## src/source/csr_pkg.sv

```systemverilog
package csr_pkg;

	typedef logic [11:0] csr_addr_t;
	typedef logic [31:0] csr_data_t;
	typedef logic [4:0] intr_idx_t;

	// supervisor registers.
	localparam csr_addr_t ADDR_SSTATUS = 12'h100;
	localparam csr_addr_t ADDR_SIE = 12'h104;
	localparam csr_addr_t ADDR_STVEC = 12'h105;
	localparam csr_addr_t ADDR_SSCRATCH = 12'h140;
	localparam csr_addr_t ADDR_SEPC = 12'h141;
	localparam csr_addr_t ADDR_SCAUSE = 12'h142;
	localparam csr_addr_t ADDR_STVAL = 12'h143;
	localparam csr_addr_t ADDR_SIP = 12'h144;

	// read-only counters, low and high halves.
	localparam csr_addr_t ADDR_CYCLE = 12'hC00;
	localparam csr_addr_t ADDR_TIME = 12'hC01;
	localparam csr_addr_t ADDR_INSTRET = 12'hC02;
	localparam csr_addr_t ADDR_CYCLEH = 12'hC80;
	localparam csr_addr_t ADDR_TIMEH = 12'hC81;
	localparam csr_addr_t ADDR_INSTRETH = 12'hC82;

	localparam int SIP_TIMER_BIT = 5;
	localparam int SIP_EXT_BIT = 1;

	localparam int SSTATUS_SPP = 8;
	localparam int SSTATUS_SPIE = 5;
	localparam int SSTATUS_SIE = 1;

	typedef enum logic {
		priv_user = 1'b0,
		priv_super = 1'b1
	} priv_e;

	typedef struct packed {
		logic en;
		csr_addr_t addr;
		csr_data_t data;
	} csr_wr_t;

	typedef struct packed {
		csr_data_t cause;
		csr_data_t pc;
		csr_data_t value;
	} trap_info_t;

	typedef struct packed {
		logic [63:0] cycle_cnt;
		logic [63:0] time_cnt;
		logic [63:0] instret_cnt;
	} counters_t;

endpackage
```

## src/source/csr_top.sv

```systemverilog
`timescale 1ns/1ps

module csr_top #(
	parameter int TIMER_DIV = 8
) (
	input logic clk,
	input logic rst,
	input logic psel,
	input logic penable,
	input logic pwrite,
	input csr_pkg::csr_addr_t paddr,
	input csr_pkg::csr_data_t pwdata,
	output csr_pkg::csr_data_t prdata,
	output logic pready,
	output logic pslverr,
	input logic exception,
	input logic exc_leave,
	input csr_pkg::trap_info_t trap,
	input logic inst_retired,
	input logic ext_intr,
	output csr_pkg::csr_data_t exc_handler_addr,
	output csr_pkg::csr_data_t exc_continue_addr,
	output logic has_intr,
	output csr_pkg::intr_idx_t intr_index
);

	csr_pkg::csr_addr_t addr;
	csr_pkg::csr_wr_t wr;
	csr_pkg::csr_data_t rd_data;
	csr_pkg::csr_data_t sstatus;
	csr_pkg::priv_e mode;
	csr_pkg::counters_t counters;
	logic timer_tick;

	csr_apb_slave u_apb (
		.clk(clk), .rst(rst),
		.psel(psel), .penable(penable), .pwrite(pwrite),
		.paddr(paddr), .pwdata(pwdata),
		.prdata(prdata), .pready(pready), .pslverr(pslverr),
		.mode(mode), .rd_data(rd_data), .addr(addr), .wr(wr)
	);

	priv_fsm u_priv (
		.clk(clk), .rst(rst),
		.exception(exception), .exc_leave(exc_leave),
		.wr(wr), .mode(mode), .sstatus(sstatus)
	);

	csr_counters #(.TIMER_DIV(TIMER_DIV)) u_counters (
		.clk(clk), .rst(rst),
		.inst_retired(inst_retired),
		.counters(counters), .timer_tick(timer_tick)
	);

	csr_regfile u_regs (
		.clk(clk), .rst(rst),
		.addr(addr), .wr(wr), .rd_data(rd_data),
		.mode(mode), .sstatus(sstatus), .counters(counters),
		.timer_tick(timer_tick), .ext_intr(ext_intr),
		.exception(exception), .trap(trap),
		.exc_handler_addr(exc_handler_addr), .exc_continue_addr(exc_continue_addr),
		.has_intr(has_intr), .intr_index(intr_index)
	);

endmodule

```

## src/source/csr_regfile.sv

```systemverilog
`timescale 1ns/1ps

module csr_regfile (
	input logic clk,
	input logic rst,
	input csr_pkg::csr_addr_t addr,
	input csr_pkg::csr_wr_t wr,
	output csr_pkg::csr_data_t rd_data,
	input csr_pkg::priv_e mode,
	input csr_pkg::csr_data_t sstatus,
	input csr_pkg::counters_t counters,
	input logic timer_tick,
	input logic ext_intr,
	input logic exception,
	input csr_pkg::trap_info_t trap,
	output csr_pkg::csr_data_t exc_handler_addr,
	output csr_pkg::csr_data_t exc_continue_addr,
	output logic has_intr,
	output csr_pkg::intr_idx_t intr_index
);

	csr_pkg::csr_data_t sie, stvec, sscratch, sepc, scause, stval, sip;
	csr_pkg::csr_data_t pending;
	logic intr_gate;

	always_ff @(posedge clk or posedge rst) begin
		if (rst) begin
			sie <= '0;
			stvec <= '0;
			sscratch <= '0;
			sepc <= '0;
			scause <= '0;
			stval <= '0;
			sip <= '0;
		end else begin
			if (wr.en) begin
				case (wr.addr)
					csr_pkg::ADDR_SIE: sie <= wr.data;
					csr_pkg::ADDR_STVEC: stvec <= wr.data;
					csr_pkg::ADDR_SSCRATCH: sscratch <= wr.data;
					csr_pkg::ADDR_SEPC: sepc <= wr.data;
					csr_pkg::ADDR_SCAUSE: scause <= wr.data;
					csr_pkg::ADDR_STVAL: stval <= wr.data;
					csr_pkg::ADDR_SIP: sip <= wr.data;
					default: ;
				endcase
			end

			// trap capture overrides a write on the same edge.
			if (exception) begin
				sepc <= trap.pc;
				stval <= trap.value;
				scause <= trap.cause;
			end

			if (timer_tick)
				sip[csr_pkg::SIP_TIMER_BIT] <= 1'b1;
			if (ext_intr)
				sip[csr_pkg::SIP_EXT_BIT] <= 1'b1;
		end
	end

	always_comb begin
		rd_data = '0; // unmapped reads zero.
		case (addr)
			csr_pkg::ADDR_SSTATUS: rd_data = sstatus;
			csr_pkg::ADDR_SIE: rd_data = sie;
			csr_pkg::ADDR_STVEC: rd_data = stvec;
			csr_pkg::ADDR_SSCRATCH: rd_data = sscratch;
			csr_pkg::ADDR_SEPC: rd_data = sepc;
			csr_pkg::ADDR_SCAUSE: rd_data = scause;
			csr_pkg::ADDR_STVAL: rd_data = stval;
			csr_pkg::ADDR_SIP: rd_data = sip;
			csr_pkg::ADDR_CYCLE: rd_data = counters.cycle_cnt[31:0];
			csr_pkg::ADDR_CYCLEH: rd_data = counters.cycle_cnt[63:32];
			csr_pkg::ADDR_TIME: rd_data = counters.time_cnt[31:0];
			csr_pkg::ADDR_TIMEH: rd_data = counters.time_cnt[63:32];
			csr_pkg::ADDR_INSTRET: rd_data = counters.instret_cnt[31:0];
			csr_pkg::ADDR_INSTRETH: rd_data = counters.instret_cnt[63:32];
			default: ;
		endcase
	end

	assign exc_handler_addr = stvec;
	assign exc_continue_addr = sepc;

	// user mode always takes supervisor interrupts.
	assign pending = sip & sie;
	assign intr_gate = (mode == csr_pkg::priv_user) || sstatus[csr_pkg::SSTATUS_SIE];
	assign has_intr = |pending && intr_gate;

	always_comb begin
		intr_index = '0;
		for (int i = 0; i < 32; i++) begin
			if (pending[i])
				intr_index = csr_pkg::intr_idx_t'(i); // highest index wins.
		end
	end

endmodule

```

## src/source/csr_counters.sv

```systemverilog
`timescale 1ns/1ps

module csr_counters #(
	parameter int TIMER_DIV = 8
) (
	input logic clk,
	input logic rst,
	input logic inst_retired,
	output csr_pkg::counters_t counters,
	output logic timer_tick
);

	localparam int PW = $clog2(TIMER_DIV);

	logic [PW-1:0] presc;
	logic presc_wrap;

	assign presc_wrap = (presc == PW'(TIMER_DIV - 1));

	// prescaler wraps every TIMER_DIV clocks.
	always_ff @(posedge clk or posedge rst) begin
		if (rst) begin
			presc <= '0;
			timer_tick <= 1'b0;
		end else begin
			timer_tick <= presc_wrap; // same edge as time increment.
			if (presc_wrap)
				presc <= '0;
			else
				presc <= presc + 1'b1;
		end
	end

	always_ff @(posedge clk or posedge rst) begin
		if (rst) begin
			counters <= '0;
		end else begin
			counters.cycle_cnt <= counters.cycle_cnt + 64'd1;
			if (presc_wrap)
				counters.time_cnt <= counters.time_cnt + 64'd1;
			if (inst_retired)
				counters.instret_cnt <= counters.instret_cnt + 64'd1;
		end
	end

	a_tick_single: assert property (@(posedge clk) disable iff (rst)
		timer_tick |=> !timer_tick);

endmodule

```

## src/source/priv_fsm.sv

```systemverilog
`timescale 1ns/1ps

module priv_fsm (
	input logic clk,
	input logic rst,
	input logic exception,
	input logic exc_leave,
	input csr_pkg::csr_wr_t wr,
	output csr_pkg::priv_e mode,
	output csr_pkg::csr_data_t sstatus
);

	csr_pkg::priv_e state, state_next;
	csr_pkg::csr_data_t sstatus_q, sstatus_next;

	always_comb begin
		state_next = state;
		sstatus_next = sstatus_q;

		if (exception) begin
			// trap entry.
			sstatus_next[csr_pkg::SSTATUS_SPP] = (state == csr_pkg::priv_super);
			sstatus_next[csr_pkg::SSTATUS_SPIE] = sstatus_q[csr_pkg::SSTATUS_SIE];
			sstatus_next[csr_pkg::SSTATUS_SIE] = 1'b0;
			state_next = csr_pkg::priv_super;
		end else if (exc_leave) begin
			// trap return, back to the mode saved in spp.
			if (sstatus_q[csr_pkg::SSTATUS_SPP])
				state_next = csr_pkg::priv_super;
			else
				state_next = csr_pkg::priv_user;
			sstatus_next[csr_pkg::SSTATUS_SIE] = sstatus_q[csr_pkg::SSTATUS_SPIE];
			sstatus_next[csr_pkg::SSTATUS_SPIE] = 1'b1;
		end else if (wr.en && wr.addr == csr_pkg::ADDR_SSTATUS) begin
			sstatus_next = wr.data; // whole register.
		end
	end

	always_ff @(posedge clk or posedge rst) begin
		if (rst) begin
			state <= csr_pkg::priv_super;
			sstatus_q <= '0;
		end else begin
			state <= state_next;
			sstatus_q <= sstatus_next;
		end
	end

	assign mode = state;
	assign sstatus = sstatus_q;

	// entry takes priority over return.
	a_exc_wins: assert property (@(posedge clk) disable iff (rst)
		exception && exc_leave |=>
			mode == csr_pkg::priv_super && !sstatus[csr_pkg::SSTATUS_SIE]);

endmodule

```

## src/source/csr_apb_slave.sv

```systemverilog
`timescale 1ns/1ps

module csr_apb_slave (
	input logic clk,
	input logic rst,
	input logic psel,
	input logic penable,
	input logic pwrite,
	input csr_pkg::csr_addr_t paddr,
	input csr_pkg::csr_data_t pwdata,
	output csr_pkg::csr_data_t prdata,
	output logic pready,
	output logic pslverr,
	input csr_pkg::priv_e mode,
	input csr_pkg::csr_data_t rd_data,
	output csr_pkg::csr_addr_t addr,
	output csr_pkg::csr_wr_t wr
);

	logic first_access; // access phase, wait state cycle.
	logic priv_err;

	assign first_access = psel && penable && !pready;

	// supervisor range is off limits in user mode.
	assign priv_err = (paddr[9:8] == 2'b01) && (mode == csr_pkg::priv_user);

	always_ff @(posedge clk or posedge rst) begin
		if (rst) begin
			pready <= 1'b0;
			pslverr <= 1'b0;
		end else begin
			pready <= first_access; // one wait state.
			pslverr <= first_access && priv_err;
		end
	end

	always_ff @(posedge clk) begin
		if (first_access)
			prdata <= rd_data;
	end

	assign addr = paddr;

	// commit on the completing edge only.
	assign wr.en = psel && penable && pready && pwrite && !pslverr;
	assign wr.addr = paddr;
	assign wr.data = pwdata;

	a_pready_in_access: assert property (@(posedge clk) disable iff (rst)
		pready |-> psel && penable);

endmodule

```

## config.mk

```make
export PLATFORM = sky130hd
export DESIGN_NAME = csr_top
export DESIGN_NICKNAME = d
export VERILOG_FILES = /design/src/source/csr_pkg.sv /design/src/source/csr_top.sv /design/src/source/csr_regfile.sv /design/src/source/csr_counters.sv /design/src/source/priv_fsm.sv /design/src/source/csr_apb_slave.sv
export SDC_FILE = /design/constraint.sdc
export NUM_CORES = 1
export LEC_CHECK = 0
export BUFFER_PORTS_ARGS = -buffer_cell sky130_fd_sc_hd__buf_4
export CORE_ASPECT_RATIO = 1.2
export CORE_MARGIN = 3
export CORE_UTILIZATION = 35
export CTS_CLUSTER_SIZE = 10
export DETAILED_ROUTE_END_ITERATION = 6
export PLACE_DENSITY = 0.5
export SYNTH_ARGS = -nofsm -noshare
export SYNTH_HDL_FRONTEND = slang
export SYNTH_SLANG_ARGS = --single-unit
```

## constraint.sdc

```tcl
create_clock -name clk -period 24.9 [get_ports clk]
set_clock_uncertainty 0.15 [all_clocks]
set_input_delay 2.49 -clock clk [delete_from_list [all_inputs] [get_ports clk]]
set_output_delay 2.49 -clock clk [all_outputs]
set_load 0.01 [all_outputs]
```

# After elaboration in Yosys (flattened, before gate mapping)
# Index checks and enable logic that the tools add are counted.
[classes] n_addsub=4 mul=0 div_mod_pow=0 n_lt_le_gt_ge=0 n_eq_ne=17 shifts=0 mux=56 bitwise_logic=4 n_reduce_logical=35
[op_table] operator="one-hot mux 32 bit (14 select lines)" n=1
[op_table] operator="two-way mux 32 bit" n=9
[op_table] operator="adder 64 x 1 -> 64 bit, second input constant" n=3
[op_table] operator="== test 12 x 9 -> 1 bit, second input constant" n=8
[op_table] operator="two-way mux 5 bit" n=16
[op_table] operator="== test 12 bit, second input constant" n=6
[op_table] operator="AND 32 bit" n=1
[op_table] operator="two-way mux 4 bit" n=8
[op_table] operator="OR reduction 32 bit" n=1
[op_table] operator="AND reduction 2 bit" n=10
[op_table] operator="nonzero test 2 bit" n=10
[op_table] operator="two-way mux 3 bit" n=6
[op_table] operator="two-way mux 6 bit" n=2
[op_table] operator="two-way mux 1 bit" n=11
[op_table] operator="logical AND 1 bit" n=9
[op_table] operator="two-way mux 9 bit" n=1
[op_table] operator="two-way mux 2 bit" n=2
[op_table] operator="adder 3 x 1 -> 3 bit, second input constant" n=1
[op_table] operator="== test 3 bit, second input constant" n=1
[op_table] operator="NOT 1 bit" n=3
[op_table] operator="AND reduction 3 bit" n=1
[op_table] operator="nonzero test 3 bit" n=1
[op_table] operator="== test 2 x 1 -> 1 bit, second input constant" n=1
[op_table] operator="logical NOT 1 bit" n=2
[op_table] operator="other kinds (2)" n=2
[word_totals] reg_bits=487 latch_bits=0 ramBits=0 romBits=0 n_memories=0

# Longest topological paths before layout
[depth] ltp_word=32 mapped_depth=9 mapped_depth_nobuf=7

# Hierarchy
# Synthesis repeated with hierarchy kept, for this count alone.
[hier_totals] cells_unflattened=2346 area_unflattened_um2=25446.9
[by_module_without_submodules] mod="csr_regfile" instances=1 cells_each=1319 area_per_inst_um2=13404.1
[by_module_without_submodules] mod="csr_counters" instances=1 cells_each=842 area_per_inst_um2=9041.2
[by_module_without_submodules] mod="priv_fsm" instances=1 cells_each=88 area_per_inst_um2=1529.0
[by_module_without_submodules] mod="csr_apb_slave" instances=1 cells_each=97 area_per_inst_um2=1472.7

# Worst setup path after synthesis
# Ideal clock, no wire load.
[synth_timing] path_kind="input -> register" startpoint="input paddr[1]" endpoint="register u_priv.sstatus_q[0] (netlist: u_priv.sstatus[0])" setup_time_ps=125 t_arrival_ps=4364 required_ps=24625 path_slack_ps=20261 cell_stages=9 n_path_buf=4 cell_sequence="buf_2 > or4_1 > buf_2 > nor2_4 > and3_4 > nor3b_4 > buf_6 > buf_12 > mux2_4"
[synth_between] elab_chain_len=3
[synth_lines] element="from (decl)" line="csr_top.sv:11" rtl="input csr_pkg::csr_addr_t paddr,"
[synth_lines] element="== test 12 x 9 -> 1 bit" line="priv_fsm.sv:34" rtl="end else if (wr.en && wr.addr == csr_pkg::ADDR_SSTATUS) begin"
[synth_lines] element="logical AND 1 bit" line="priv_fsm.sv:34"
[synth_lines] element="AND reduction 3 bit (no line)"
[synth_lines] element="to (signal assigned)" line="priv_fsm.sv:45" rtl="sstatus_q <= sstatus_next;"
[synth_lines] element="to (decl)" line="priv_fsm.sv:14" rtl="csr_pkg::csr_data_t sstatus_q, sstatus_next;"
# No other way between the ends.
# A chain may end at the register's enable or synchronous reset.

# Worst setup path in the final report
[layout_timing] startpoint="register u_regs.sie[5]" endpoint="output intr_index[0]"
[layout_between] elab_chain_len=28
[layout_lines] element="from (decl)" line="csr_regfile.sv:22" rtl="csr_pkg::csr_data_t sie, stvec, sscratch, sepc, scause, stval, sip;"
[layout_lines] element="from (signal assigned)" line="csr_regfile.sv:38" rtl="csr_pkg::ADDR_SIE: sie <= wr.data;"
[layout_lines] element="AND 32 bit" line="csr_regfile.sv:88" rtl="assign pending = sip & sie;"
[layout_lines] element="two-way mux 3 bit (3 in series)" line="csr_regfile.sv:95" rtl="if (pending[i])"
[layout_lines] element="two-way mux 4 bit (8 in series)" line="csr_regfile.sv:95"
[layout_lines] element="two-way mux 5 bit (16 in series)" line="csr_regfile.sv:95"
[layout_lines] element="to (decl)" line="csr_top.sv:24" rtl="output csr_pkg::intr_idx_t intr_index"
# No other way between the ends.

==> impl.org <==
** Clocking
- Clock tree from TritonCTS :: done
- CTS placed an instance of clkbuf_16 at the clock tree root.
- CTS-repair resized insts :: 0
- Number of buffers on the longest clock path :: 3
- Post-CTS setup buffers :: 0
- CTS buffer count :: 56
- H-tree depth reported by CTS :: 2
- For this design, the CTS-stage hold fixing added 0 buffers.
- Clock slew at reported path FFs :: ~0.06 ns
- The later pin in the worst-skew pair is clocked with a latency of 0.62 ns.
- The clock net in this run drives a total of 487 sinks.

** Synth
- Post-Synth Simple-Gate Area :: 0.146
- Of the synthesized area, sequential elements account for 0.512.
- The cell area that synthesis handed to floorplanning was 24100 sq um.
- After synthesis, the largest family of logic cells by area is simple AND/OR/NAND/NOR gates.
- Cell type with the largest total area after synthesis :: dfrtp_1
- Of the total synthesized cell area, the portion taken by XOR and XNOR cells is 0.0683.
- Compound-cell area share of the yosys netlist :: 0.115
- Mean Syn Cell Area :: 11.2 sq um
- In the synthesized netlist the dominant register cell turns out to be dfrtp_1.
- Of the post-synthesis cell area, the dominant cell type holds 0.471.
- Number of warnings printed during yosys synthesis :: 0
- Distinct cell type count after synthesis :: 79
- In this run, synthesis inferred 32 flip-flops with an integrated enable.
- Ranked by total cell area, the synthesized netlist is headed by dfrtp_1 (47%), mux2_2 (5.9%), mux2i_1 (5.0%).
- Syn Inst Count :: 2160
- Counting every net in the synthesized netlist gives 2314.
- Flop and latch count out of synthesis :: 487
- For this run, asynchronously set or reset flops after synthesis account for 0.934.
- Adder-cell share of the synthesized area :: 0.00259
- The portion of synthesized area spent on multiplexers is 0.127.

** Drt
- After detailed routing, the average wire length per cell comes to 31.2 um.
- The first detailed-routing pass took 6 iterations.
- The count of nets left with antenna violations once routing finished came out at 0.
- Total length of routed wires :: 104000 um
- Summing over every cut layer, the via total after detailed routing is 19964.
- For this run, design rule violations remaining after detail routing come to 0.
- Count of routing violations after the opening detailed-route iteration :: 2137
- Ratio of routed vias to standard cells :: 6.01

** Job
- Number of max-capacitance violations reported :: 0

** Timing
- Subtracting the final worst setup slack from the clock period gives 5.61 ns.
- Achievable clock frequency :: roughly 0.18 GHz
- Across all setup checks in the final design, the least slack found is about 19 ns.
- Final Setup Violations :: 0
- Of the available clock period, the critical path in the final layout requires 0.225.
- The worst pin sits at a relative slew slack of 0.161.
- RSZ-0062 raised after global routing :: false
- Adding up every negative setup slack in the final design gives 0 ns.
- At the pin with the least slew margin, the transition time is between 1 and 1.5 ns.
- Final count of pins violating max slew :: 0
- Final count of hold timing violations :: 0

** Placed design
- In this run the tool buffered the top-level ports with 252 buffer cells.
- The number of placed instances, taps included, is 3235.
- Gpl congestion :: 0.939
- The HPWL after detailed placement is 75300 um.
- Post-placement setup slack :: 18.83 ns

** Global route
- Maximum number of pins on one net before global-route repair :: approximately 130
- The number of antenna violations at the first check in global routing was 0.
- First-pass GRT wire length :: 148000 um
- The number of global-route vias before repair came to 19898.
- Global router's overall resource usage :: 0.283
- Total congestion overflow :: 0

** Pwr
- The analysis attributes to cell leakage a power of 0.0128 uW.
- The worst-case IR drop observed on VDD is between 0.04 and 0.05 mV.
- For this design the ratio of total power to cell area is 60.8 nW/um^2.

** Final layout
- Core utilization of the finished layout :: 0.422
- For this run, the number of standard cells in the final layout without fillers is around 3300.
- Number of fill cells :: 6539
- Top library cells by usage in the layout, fill and taps aside :: dfrtp_1 (454), buf_4 (294), nand2_1 (213), mux2_2 (126), mux2i_1 (121)
- At the end of the flow, the number of nets in the layout was 2546.
- Leaving out fill and tap cells, the most frequent cell in the layout is dfrtp_1.
- Ratio of cells with drive above 1 in the final layout :: 0.221
- Area growth from synthesis to final layout :: 18.4%

** Floorplanning
- Starting Density :: 0.357
- Core Rows :: 104
- Placeable core area :: between 60000 and 70000 sq um
- Die Outline Area :: 72100 sq um
- Chip Width :: around 250 um
- Boundary pin count :: 253
- Measured along the y axis, the die boundary spans 294 um.

** Critical path
- Startpoint kind of the worst setup timing path :: flop
- By startpoint and endpoint, the worst setup path is classified as flop to primary output.
- Arr. time, crit path :: 2.97 ns
- Critical path required time :: approximately 22 ns
- Along the worst path, the maximum fanout reaches 4.
- STA classifies the critical path endpoint as a primary output.

** Outcome
- The flow ran to the end, and the final reports show no timing, DRC or antenna violations.

** Hold path
- Class of the worst hold path :: flop to flop
## state kept, by name (all words and copies together), names as in the netlist
signal                    count
u_regs.exc_continue_addr     32
u_regs.sip                   32
u_regs.stval                 32
u_apb.pslverr                 1
u_regs.sscratch              32
u_apb.pready                  1
u_priv.mode                   1
u_regs.exc_handler_addr      32
u_counters.presc              3
u_regs.scause                32
u_counters.timer_tick         1
u_priv.sstatus               32
u_regs.sie                   32
u_counters.counters         192
u_apb.prdata                 32
## final cells by class
cell class,count,area [sq um],share of cell area
Clock inverter,4,53.8,0.00188
Multi-Input combinational cell,1528,11200,0.391
Clock buffer,82,1550,0.0543
Inverter,24,97.6,0.00342
Antenna cell,1,2.50,0.0000877
Tap cell,901,1130,0.0395
Timing Repair Buffer,295,2220,0.0777
Sequential cell,487,12300,0.433
## power breakdown
part / switching [uW] / internal (uW)
clock network: 338 / 434
registers: 26.3 / 820
logic: 72.7 / 44.9
## stage by stage
step / hold WS (ns) / cell area, sq um / total power [uW]
detailed placement: 0.275 / 26900 / 979
CTS: 0.283 / 28500 / 1750
global placement: 0.263 / 26900 / 977
floorplan: 0.253 / 24100 / 904
global route: 0.303 / 28500 / 1790
finish: 0.280 / 28500 / 1740
## routing by layer
metal	vias up	wire (um)	GRT usage
li1	8491	-	-
met5	-	0	0
met1	10309	41500	0.364
met2	929	49400	0.464
met4	0	5800	0.143
met3	235	7060	0.0429
## synth_stat cells, drive strengths merged (69+ instances only)
master  instances
a22oi         102
clkbuf         69
dfrtp         454
mux2          160
mux2i         121
nand2         214
nand3          84
nand4          91
nor2           85
o21ai         113
xnor2         101
xor2           87
## worst max-delay path: stages (launching register included)
cell and delay [ns]:
dfrtp_1 0.48, a22o_1 0.25, a31oi_1 0.33, o211ai_1 0.25, a21oi_1 0.50, o21ai_0 0.31
buf_4 0.22
## final timing paths
| kind | start | to | slack, ns | cells past startpoint |
|---|---|---|---|---|
| max in group asynchronous | rst | u_priv.sstatus[15] | 20.16 | 4 |
| max | u_regs.sie[5] | intr_index[0] | 19.29 | 6 |
| max reg2reg | u_counters.counters[3] | u_counters.counters[52] | 21.12 | 5 |
| min reg2reg | u_counters.presc[0] | u_counters.presc[0] | 0.28 | 1 |
| min in group asynchronous | rst | u_counters.counters[33] | 1.95 | 2 |
| min | u_counters.presc[0] | u_counters.presc[0] | 0.28 | 1 |
## kinds of logic after synthesis
| family | count (synthesis) |
|---|---|
| xor gates and xnor gates | 188 |
| and+or+nand+nor | 669 |
| adders and majority gates | 5 |
| DFF | 487 |
| muxes | 282 |
| AOI/OAI and AO/OA | 384 |
| buffers and inverters | 145 |
(Power assumes the default switching activity.)
